==> src/cpu_params.svh <==
`ifndef CPU_PARAMS_SVH
`define CPU_PARAMS_SVH

`define WORD     32
`define REGS     16
`define MEMWORDS 512

// instruction fields.
`define OPHI 31
`define OPLO 27
`define RAHI 26
`define RALO 23
`define RBHI 22
`define RBLO 19
`define RCHI 18
`define RCLO 15
`define CHI  18
`define CLO  0

`endif

==> src/ctrlPkg.sv <==
`default_nettype none

package ctrlPkg;

    // one clock per state.
    typedef enum logic [5:0] {
        stReset, stT0, stT1, stT2,
        stAT3, stAT4, stAT5,
        stNT3, stNT4,
        stMdT3, stMdT4, stMdT5, stMdT6,
        stLdT3, stLdT4, stLdT5, stLdT6, stLdT7,
        stLdiT3, stLdiT4, stLdiT5,
        stStT3, stStT4, stStT5, stStT6, stStT7,
        stBT3, stBT4, stBT5, stBT6,
        stIT3, stIT4, stIT5,
        stJrT3, stJalT3, stJalT4,
        stInT3, stOutT3, stMfhiT3, stMfloT3, stNopT3,
        stHalt
    } ctrlState_t;

    typedef enum logic [3:0] {
        aluAdd, aluSub, aluAnd, aluOr,
        aluShr, aluShra, aluShl, aluRor, aluRol,
        aluMul, aluDiv, aluNeg, aluNot
    } aluOp_t;

endpackage

`default_nettype wire

==> src/isaPkg.sv <==
`default_nettype none

package isaPkg;

    // opcode encodings of the instruction set.
    typedef enum logic [4:0] {
        opLd     = 5'd0,
        opLdi    = 5'd1,
        opSt     = 5'd2,
        opAdd    = 5'd3,
        opSub    = 5'd4,
        opAnd    = 5'd5,
        opOr     = 5'd6,
        opShr    = 5'd7,
        opShra   = 5'd8,
        opShl    = 5'd9,
        opRor    = 5'd10,
        opRol    = 5'd11,
        opAddi   = 5'd12,
        opAndi   = 5'd13,
        opOri    = 5'd14,
        opMul    = 5'd15,
        opDiv    = 5'd16,
        opNeg    = 5'd17,
        opNot    = 5'd18,
        opBranch = 5'd19,
        opJr     = 5'd20,
        opJal    = 5'd21,
        opIn     = 5'd22,
        opOut    = 5'd23,
        opMfhi   = 5'd24,
        opMflo   = 5'd25,
        opNop    = 5'd26,
        opHalt   = 5'd27,
        opSubi   = 5'd28
    } opcode_t;

    // branch kind in ir bits 20..19.
    typedef enum logic [1:0] {
        brzr = 2'd0,
        brnz = 2'd1,
        brpl = 2'd2,
        brmi = 2'd3
    } branchCond_t;

endpackage

`default_nettype wire

==> src/controlUnit.sv <==
`default_nettype none
`include "cpu_params.svh"

module controlUnit (
    input  wire                    clk,
    input  wire                    clr,
    input  wire                    stop,
    input  wire [`OPHI-`OPLO:0]    ir,
    input  wire                    con,
    output logic                   Read, Write, IncPC,
    output logic                   MARin, Zin, PCin, MDRin, IRin, Yin, HIin, LOin,
    output logic                   OutPortin, CONin, Rin,
    output logic                   PCout, Zhighout, Zlowout, MDRout, HIout, LOout,
    output logic                   BAout, InPortout, Cout, Rout,
    output logic                   Gra, Grb, Grc, linkSel,
    output ctrlPkg::aluOp_t        aluOp,
    output logic                   run
);
    import isaPkg::*;
    import ctrlPkg::*;

    ctrlState_t state;
    ctrlState_t nextState;
    opcode_t    op;
    logic [9:0] busDrv;
    logic [27:0] allStrobes;

    assign op = opcode_t'(ir);

    function automatic aluOp_t opToAlu(opcode_t o);
        case (o)
            opSub, opSubi: return aluSub;
            opAnd, opAndi: return aluAnd;
            opOr, opOri:   return aluOr;
            opShr:         return aluShr;
            opShra:        return aluShra;
            opShl:         return aluShl;
            opRor:         return aluRor;
            opRol:         return aluRol;
            opMul:         return aluMul;
            opDiv:         return aluDiv;
            opNeg:         return aluNeg;
            opNot:         return aluNot;
            default:       return aluAdd;
        endcase
    endfunction

    always_ff @(posedge clk or posedge clr) begin
        if (clr)
            state <= stReset;
        else if (stop)
            state <= stHalt; // stop wins over any step.
        else
            state <= nextState;
    end

    always_comb begin
        nextState = stReset;
        case (state)
            stReset: nextState = stT0;
            stT0:    nextState = stT1;
            stT1:    nextState = stT2;
            stT2: begin
                // ir is forwarded from the bus in this cycle.
                case (op)
                    opAdd, opSub, opAnd, opOr, opShr,
                    opShra, opShl, opRor, opRol:        nextState = stAT3;
                    opNeg, opNot:                       nextState = stNT3;
                    opAddi, opSubi, opAndi, opOri:      nextState = stIT3;
                    opMul, opDiv:                       nextState = stMdT3;
                    opLd:                               nextState = stLdT3;
                    opLdi:                              nextState = stLdiT3;
                    opSt:                               nextState = stStT3;
                    opBranch:                           nextState = stBT3;
                    opJr:                               nextState = stJrT3;
                    opJal:                              nextState = stJalT3;
                    opIn:                               nextState = stInT3;
                    opOut:                              nextState = stOutT3;
                    opMfhi:                             nextState = stMfhiT3;
                    opMflo:                             nextState = stMfloT3;
                    opNop:                              nextState = stNopT3;
                    opHalt:                             nextState = stHalt;
                    default:                            nextState = stReset;
                endcase
            end
            stAT3:   nextState = stAT4;
            stAT4:   nextState = stAT5;
            stNT3:   nextState = stNT4;
            stMdT3:  nextState = stMdT4;
            stMdT4:  nextState = stMdT5;
            stMdT5:  nextState = stMdT6;
            stLdT3:  nextState = stLdT4;
            stLdT4:  nextState = stLdT5;
            stLdT5:  nextState = stLdT6;
            stLdT6:  nextState = stLdT7;
            stLdiT3: nextState = stLdiT4;
            stLdiT4: nextState = stLdiT5;
            stStT3:  nextState = stStT4;
            stStT4:  nextState = stStT5;
            stStT5:  nextState = stStT6;
            stStT6:  nextState = stStT7;
            stBT3:   nextState = stBT4;
            stBT4:   nextState = stBT5;
            stBT5:   nextState = stBT6;
            stIT3:   nextState = stIT4;
            stIT4:   nextState = stIT5;
            stJalT3: nextState = stJalT4;
            stHalt:  nextState = stHalt; // only clr leaves.
            default: nextState = stT0;   // last step of every instruction.
        endcase
    end

    // strobes decoded from the state alone.
    assign Read      = state inside {stT1, stLdT6};
    assign Write     = state == stStT7;
    assign IncPC     = state == stT0;
    assign MARin     = state inside {stT0, stLdT5, stStT5};
    assign MDRin     = state inside {stT1, stLdT6, stStT6};
    assign IRin      = state == stT2;
    assign Yin       = state inside {stAT3, stIT3, stMdT3, stLdT3, stLdiT3, stStT3, stBT4};
    assign Zin       = state inside {stAT4, stNT3, stIT4, stMdT4, stLdT4, stLdiT4,
                                     stStT4, stBT5};
    assign PCin      = state inside {stJrT3, stJalT4} || (state == stBT6 && con);
    assign HIin      = state == stMdT6;
    assign LOin      = state == stMdT5;
    assign OutPortin = state == stOutT3;
    assign CONin     = state == stBT3;
    assign Rin       = state inside {stAT5, stIT5, stNT4, stLdT7, stLdiT5, stJalT3,
                                     stInT3, stMfhiT3, stMfloT3};
    assign PCout     = state inside {stT0, stBT4, stJalT3};
    assign Zhighout  = state == stMdT6;
    assign Zlowout   = state inside {stAT5, stIT5, stNT4, stMdT5, stLdT5, stLdiT5,
                                     stStT5, stBT6};
    assign MDRout    = state inside {stT2, stLdT7};
    assign HIout     = state == stMfhiT3;
    assign LOout     = state == stMfloT3;
    assign BAout     = state inside {stLdT3, stLdiT3, stStT3};
    assign InPortout = state == stInT3;
    assign Cout      = state inside {stIT4, stLdT4, stLdiT4, stStT4, stBT5};
    assign Rout      = state inside {stAT3, stAT4, stIT3, stNT3, stMdT3, stMdT4, stStT6,
                                     stBT3, stJrT3, stJalT4, stOutT3};
    assign Gra       = state inside {stAT5, stIT5, stNT4, stLdT7, stLdiT5, stStT6, stBT3,
                                     stJrT3, stJalT4, stInT3, stOutT3, stMfhiT3, stMfloT3};
    assign Grb       = state inside {stAT3, stIT3, stNT3, stMdT3, stLdT3, stLdiT3, stStT3};
    assign Grc       = state inside {stAT4, stMdT4};
    assign linkSel   = state == stJalT3; // return address into r15.
    assign run       = state != stHalt;

    // address arithmetic in ld, ldi, st and branch uses add.
    assign aluOp = (state inside {stAT4, stNT3, stIT4, stMdT4}) ? opToAlu(op) : aluAdd;

    assign busDrv = {PCout, Zhighout, Zlowout, MDRout, HIout, LOout,
                     BAout, InPortout, Cout, Rout};
    assign allStrobes = {busDrv, Read, Write, IncPC, MARin, Zin, PCin, MDRin, IRin, Yin,
                         HIin, LOin, OutPortin, CONin, Rin, Gra, Grb, Grc, linkSel};

    busOneDriver: assert property (@(posedge clk) disable iff (clr) $onehot0(busDrv));

    // once halted, the CPU stays quiet until clr.
    haltHolds: assert property (@(posedge clk) disable iff (clr)
        state == stHalt |=> state == stHalt && !run && allStrobes == '0);

endmodule

`default_nettype wire

==> config.mk <==
export PLATFORM = sky130hd
export DESIGN_NAME = controlUnit
export DESIGN_NICKNAME = d
export VERILOG_FILES = /design/src/ctrlPkg.sv /design/src/isaPkg.sv /design/src/controlUnit.sv
export VERILOG_INCLUDE_DIRS = /design/src /design/src/src
export SDC_FILE = /design/constraint.sdc
export NUM_CORES = 1
export LEC_CHECK = 0
export BUFFER_PORTS_ARGS = -buffer_cell sky130_fd_sc_hd__buf_4
export CORE_MARGIN = 2
export CORE_UTILIZATION = 50
export CTS_CLUSTER_DIAMETER = 150
export DETAILED_ROUTE_END_ITERATION = 10
export PLACE_DENSITY = 0.75
export RECOVER_POWER = 100
export SLEW_MARGIN = 20
export SYNTH_ARGS = -nofsm -noshare
export SYNTH_HDL_FRONTEND = slang
export SYNTH_SLANG_ARGS = --single-unit
==> constraint.sdc <==
create_clock -name clk -period 2.6 [get_ports clk]
set_clock_uncertainty 0.2 [all_clocks]
set_input_delay 0.26 -clock clk [delete_from_list [all_inputs] [get_ports clk]]
set_output_delay 0.26 -clock clk [all_outputs]
set_load 0.01 [all_outputs]
After elaboration in Yosys (flattened, before gate mapping)
Memory sizes are Yosys's and may differ from the RTL's.
Index checks and enable logic that the tools add are counted.
Word-level totals
  register bits: 6
  latch bits: 0
  bits in writable memories: 0
  bits in read-only memories: 320
  output and inout port bits: 33
  logic and storage cells: 66
  memories kept: 2
Operators by class
  add/subtract/negate cells: 0
  multipliers: 0
  div/mod/pow operators: 0
  order comparisons: 0
  eq/ne operators: 41
  shifts and indexed selects: 0
  muxes and demuxes: 3
  bitwise operators: 0
  reductions and logical operators: 19
Memory list
  (no name shown): depth 32, bits a word 6, rd ports 1, clocked after Yosys merged registers in 0, wr ports 0, RTL line controlUnit.sv:65  | case (op)
  (no name shown): depth 32, bits a word 4, rd ports 1, clocked after Yosys merged registers in 0, wr ports 0, RTL line controlUnit.sv:31  | case (o)
Operator list (number)
  6-bit one-hot mux with 26 select lines: 1
  6-bit by 5-bit equality test with 1-bit output, second input constant: 16
  6-bit equality test, second input constant: 9
  6-bit by 4-bit equality test with 1-bit output, second input constant: 8
  6-bit by 3-bit equality test with 1-bit output, second input constant: 4
  8-bit nonzero test: 2
  7-bit nonzero test: 2
  13-bit nonzero test: 1
  6-bit by 2-bit equality test with 1-bit output, second input constant: 2
  3-bit nonzero test: 4
  11-bit nonzero test: 1
  9-bit nonzero test: 1
  2-bit nonzero test: 4
  6-bit by 1-bit equality test with 1-bit output, second input constant: 1
  6-bit 2-to-1 mux: 1
  6-bit inequality test, second input constant: 1
  5-bit nonzero test: 1
  4-bit 2-to-1 mux: 1
  4-bit nonzero test: 1
  1-bit logical AND: 1
  1-bit logical OR: 1

Depth between registers and ports, before layout
  depth after elaboration: 3
  mapped depth: 7

Worst setup path before layout
No wires, ideal clock.
  path type: flip-flop to output port
  start: register state[0]
  end: output port Zhighout
  data arrival time: 1573 ps
  path slack: 567 ps
  stages on the path, launching flop included: 6
  cells stage by stage: dfrtp_1 -> buf_6 -> buf_6 -> buf_2 -> nor4_1 -> buf_4
On the way
  word-level cells in the longest chain between the ends: 1
RTL lines
  start: declaration: RTL line controlUnit.sv:22  | ctrlState_t state;
  start signal: assignment: RTL line controlUnit.sv:50  | state <= stReset;
  start signal: assignment: RTL line controlUnit.sv:52  | state <= stHalt;
  start signal: assignment: RTL line controlUnit.sv:54  | state <= nextState;
  6-bit by 4-bit equality test with 1-bit output
  end: declaration: RTL line controlUnit.sv:13  | output logic PCout, Zhighout, Zlowout, MDRout, HIout, LOout,
Every way passes these cells.

Final worst setup path
  start: register state[5]
  end: output port PCout
On the way
  word-level cells in the longest chain between the ends: 2
RTL lines
  6-bit by 1-bit equality test with 1-bit output (tied with other cells): RTL line controlUnit.sv:130  | assign PCout = state inside {stT0, stBT4, stJalT3};
  3-bit nonzero test (*): RTL line controlUnit.sv:130
  end: declaration: RTL line controlUnit.sv:13
Every way passes the cells marked *; elsewhere a longest branch is shown, timed or not.

==> flow_results.xml <==
<?xml version="1.0" encoding="UTF-8"?>
<metrics>
  <group name="status">
    <metric name="status" unit="">finished, final reports clean</metric>
  </group>
  <group name="logic_synthesis">
    <metric name="synth_top_cells_by_area" unit="">sky130_fd_sc_hd__dfrtp_1, sky130_fd_sc_hd__nor2_1, sky130_fd_sc_hd__a21oi_1, sky130_fd_sc_hd__nand2_1, sky130_fd_sc_hd__buf_6</metric>
    <metric name="yosys_most_used_dff" unit="">sky130_fd_sc_hd__dfrtp_1</metric>
    <metric name="synth_cell_type_count" unit="">62</metric>
    <metric name="post-synth-top-area-fraction" unit="">0.0868</metric>
    <metric name="synth_enable_flop_cells" unit="">0</metric>
    <metric name="syn_nets" unit="">278</metric>
    <metric name="synth.top_cells.by_count" unit="">sky130_fd_sc_hd__nor2_1, sky130_fd_sc_hd__nand2_1, sky130_fd_sc_hd__a21oi_1, sky130_fd_sc_hd__nor3_1, sky130_fd_sc_hd__o21ai_0</metric>
    <metric name="synth_area_leader_cell" unit="">sky130_fd_sc_hd__dfrtp_1</metric>
    <metric name="ys_ff_latch" unit="">6</metric>
    <metric name="synth.avg_cell_area" unit="sq um">6.55</metric>
    <metric name="netlist_area" unit="sq um">1730</metric>
    <metric name="synth.yosys.seq_area_share" unit="">0.0868</metric>
    <metric name="yosys_warnings" unit="">0</metric>
    <metric name="post-synth-top-count-cell" unit="">sky130_fd_sc_hd__nor2_1</metric>
    <metric name="synth-async-reset-ratio" unit="">1.00</metric>
    <metric name="post_synth_inst_count" unit="">264</metric>
  </group>
  <group name="drt">
    <metric name="met2WireLength" unit="microns">2340</metric>
    <metric name="vias" unit="">2137</metric>
    <metric name="wirelength" unit="microns">5330</metric>
    <metric name="detailedRoute.firstPassIterationCount" unit="">5</metric>
    <metric name="route.layer.met1.wl" unit="microns">2380</metric>
    <metric name="wire_per_inst" unit="microns">15.6</metric>
    <metric name="dr.first_iter.drc_count" unit="">261</metric>
    <metric name="vias_per_cell" unit="">6.27</metric>
    <metric name="route.top_layer_used" unit="">met4</metric>
    <metric name="remaining_drc_errors" unit="">0</metric>
    <metric name="dr_wl_met3" unit="microns">472</metric>
    <metric name="remaining_number_of_nets_flagged_by_the_antenna_check_after_routing" unit="">0</metric>
  </group>
  <group name="setup_path">
    <metric name="worstPathArrival" unit="ns">2.00</metric>
    <metric name="critPathMaxFanout" unit="">12</metric>
    <metric name="setup_slack_of_the_most_critical_reg_to_reg_path" unit="ns">0.43</metric>
    <metric name="crit_start" unit="">state[5]$_DFF_PP0_</metric>
    <metric name="worstSetupStartpointType" unit="">flop</metric>
    <metric name="setup.worst_path.class" unit="">flop to output port</metric>
    <metric name="reg2reg_from" unit="">state[5]$_DFF_PP0_</metric>
    <metric name="crit_path_end" unit="">PCout</metric>
    <metric name="end_kind" unit="">output port</metric>
    <metric name="required" unit="ns">2.14</metric>
    <metric name="r2r.worst_path.cells" unit="">5</metric>
    <metric name="r2r-end" unit="">state[1]$_DFF_PP0_</metric>
  </group>
  <group name="die">
    <metric name="floorplan.io_pins" unit="">42</metric>
    <metric name="placeableCoreArea" unit="sq um">3340</metric>
    <metric name="floorplan.die_area" unit="sq um">3950</metric>
    <metric name="initial_util" unit="">0.519</metric>
    <metric name="die_ht" unit="microns">62.8</metric>
    <metric name="horiz_die_dim" unit="microns">62.8</metric>
    <metric name="row_count" unit="">21</metric>
  </group>
  <group name="clock_network">
    <metric name="cts.root.buffer_cell" unit="">sky130_fd_sc_hd__clkbuf_4</metric>
    <metric name="clk_pin_slew_worst_paths" unit="ns">0.05</metric>
    <metric name="tritoncts" unit="">yes</metric>
    <metric name="post_cts_buffers" unit="">0</metric>
    <metric name="htree_num_levels" unit="">1</metric>
    <metric name="tritoncts_buffers" unit="">3</metric>
    <metric name="clock_sink_count" unit="">6</metric>
    <metric name="clock_latency" unit="ns">0.25</metric>
    <metric name="cts_buffer_depth" unit="">2</metric>
  </group>
  <group name="flow_run">
    <metric name="max_cap_violations" unit="">0</metric>
  </group>
  <group name="power">
    <metric name="combinational_share_of_power" unit="">0.797</metric>
    <metric name="power_density" unit="nW/um^2">737</metric>
    <metric name="power.switching_fraction" unit="">0.573</metric>
    <metric name="p_sw" unit="mW">0.828</metric>
    <metric name="power.share.clock" unit="">0.065</metric>
    <metric name="power_leakage" unit="nW">0.745</metric>
    <metric name="cellInternalPower" unit="mW">0.617</metric>
    <metric name="seq_power_share" unit="">0.138</metric>
    <metric name="peak_supply_drop" unit="V">0.000491</metric>
  </group>
  <group name="finish">
    <metric name="finalNetCount" unit="">311</metric>
    <metric name="post_layout_nonfiller_instances" unit="">341</metric>
    <metric name="largestRegisters" unit="">state: 6 flops</metric>
    <metric name="largest_register_ff_count" unit="">6</metric>
    <metric name="max_flop_register" unit="">state</metric>
    <metric name="synthToLayoutAreaGrowth" unit="%">13.4</metric>
    <metric name="layout_cells_sized_above_1" unit="">0.180</metric>
    <metric name="n_antenna_cell" unit="">0</metric>
  </group>
  <group name="timing">
    <metric name="rsz0062_at_grt" unit="">no</metric>
    <metric name="finalSetupViolations" unit="">0</metric>
    <metric name="tightest_slew" unit="ns">0.627</metric>
    <metric name="max_clock_freq" unit="GHz">0.407</metric>
    <metric name="final.min_clock_period" unit="ns">2.46</metric>
    <metric name="period_share" unit="">0.945</metric>
    <metric name="setup_total_negative_slack" unit="ns">0</metric>
    <metric name="hold_viol" unit="">0</metric>
    <metric name="slew_headroom" unit="">0.581</metric>
    <metric name="final-max-slew-violation-count" unit="">0</metric>
  </group>
  <group name="global_routing">
    <metric name="gr_overflow_total" unit="">0</metric>
    <metric name="grt_pass1_wl" unit="microns">8960</metric>
    <metric name="antenna_found_initial" unit="">0</metric>
    <metric name="grt_pass1_vias" unit="">1872</metric>
    <metric name="pin_count_of_the_biggest_net_entering_global_routing" unit="">25</metric>
    <metric name="grt_use_total" unit="">0.277</metric>
  </group>
  <group name="placement">
    <metric name="placed_cells_incl_taps" unit="">337</metric>
    <metric name="place_congestion" unit="">0.919</metric>
    <metric name="portBuffers" unit="">41</metric>
    <metric name="dp_hpwl" unit="microns">3920</metric>
  </group>
  <group name="hold_path">
    <metric name="class_of_the_tightest_hold_or_removal_check" unit="">input port to flop</metric>
    <metric name="timing.hold.worst_path_depth" unit="">3</metric>
  </group>
</metrics>
-- cell type report --
class / count / area [sq um]
Timing Repair Buffer: 56 / 338
Multi-Input combinational cell: 219 / 1350
Sequential cell: 6 / 151
Fill cell: 365 / 1380
Tap cell: 46 / 57.6
Clock buffer: 3 / 22.5
Inverter: 11 / 46.3
-- how the worst min path moves through the flow --
stage	from	endpoint	slack [ns]
after floorplan	clr	state[0]$_DFF_PP0_	-0.15
after global placement	clr	state[4]$_DFF_PP0_	0.005
after detailed placement	clr	state[3]$_DFF_PP0_	0.008
after CTS	stop	state[5]$_DFF_PP0_	0.06
after global routing	stop	state[5]$_DFF_PP0_	0.06
final	stop	state[5]$_DFF_PP0_	0.06
-- layout by cell type (no fill, tap or decap), types with 4 or more instances in the layout --
master / n
sky130_fd_sc_hd__dfrtp_1: 5
sky130_fd_sc_hd__ha_1: 5
sky130_fd_sc_hd__o21ai_0: 16
sky130_fd_sc_hd__a31oi_1: 6
sky130_fd_sc_hd__o21ai_1: 4
sky130_fd_sc_hd__nor2_1: 37
sky130_fd_sc_hd__nand4_1: 4
sky130_fd_sc_hd__buf_4: 30
sky130_fd_sc_hd__clkbuf_4: 5
sky130_fd_sc_hd__nor2b_1: 8
sky130_fd_sc_hd__nand3_1: 9
sky130_fd_sc_hd__nand2_1: 25
sky130_fd_sc_hd__inv_1: 7
sky130_fd_sc_hd__nor3_1: 13
sky130_fd_sc_hd__nand2b_1: 5
sky130_fd_sc_hd__clkbuf_1: 22
sky130_fd_sc_hd__o22ai_1: 4
sky130_fd_sc_hd__a22oi_1: 5
sky130_fd_sc_hd__o211ai_1: 4
sky130_fd_sc_hd__o32ai_1: 4
sky130_fd_sc_hd__a21oi_1: 23
-- logic make-up (layout without fill, tap and decap cells) --
family | Yosys count | after routing | synth area share
AND/OR/NAND/NOR | 118 | 118 | 0.353
AO/OA/AOI/OAI | 90 | 90 | 0.356
buffers and inverters | 39 | 70 | 0.137
flip-flops | 6 | 6 | 0.0868
adder cells (fa/ha/maj) | 5 | 5 | 0.0362
XOR/XNOR | 4 | 4 | 0.0202
multiplexers | 2 | 2 | 0.0116
-- worst max-delay path: stages, from the launching register on --
cell and delay (ns):
sky130_fd_sc_hd__dfrtp_1 0.68, sky130_fd_sc_hd__inv_2 0.18, sky130_fd_sc_hd__nand2_1 0.22, sky130_fd_sc_hd__a2bb2o_1 0.31
sky130_fd_sc_hd__a21oi_1 0.16, sky130_fd_sc_hd__nor2_1 0.06, sky130_fd_sc_hd__clkbuf_1 0.14
-- what timing repair did --
item,4_1_cts,5_1_grt
endpoints found under the setup margin,0,3
endpoints found under the hold margin,6,0
hold buffers,1,0
resized for setup,0,2
-- per-stage QoR --
| step | hold WS, ns | power, mW | cell area, sq um | utilization | setup slack (ns) |
|---|---|---|---|---|---|
| after floorplan | -0.149 | 1.07 | 1730 | - | 0.567 |
| after global placement | 0.00480 | 1.37 | 2010 | 0.603 | 0.449 |
| after detailed placement | 0.00800 | 1.37 | 2010 | 0.603 | 0.391 |
| after CTS | 0.0565 | 1.47 | 2040 | 0.612 | 0.102 |
| after global routing | 0.0610 | 1.57 | 1960 | 0.588 | 0.00491 |
| final | 0.0600 | 1.45 | 1960 | 0.588 | 0.143 |
-- routing by layer --
| layer | global-route usage | up-vias |
|---|---|---|
| li1 | - | 1032 |
| met1 | 0.409 | 962 |
| met2 | 0.405 | 125 |
| met3 | 0.0342 | 18 |
| met4 | 0.108 | 0 |
| met5 | 0 | - |
-- power groups by stage --
| stage | combinational, mW | sequential (mW) | clock, mW |
|---|---|---|---|
| 6_report | 1.15 | 0.200 | 0.0937 |
| 5_1_grt | 1.26 | 0.207 | 0.107 |
| 4_1_cts | 1.18 | 0.196 | 0.0961 |
| 3_5_place_dp | 1.17 | 0.197 | 0 |
| 3_3_place_gp | 1.18 | 0.196 | 0 |
| 2_1_floorplan | 0.938 | 0.136 | 0 |
Power figures use the tool's default switching activity.
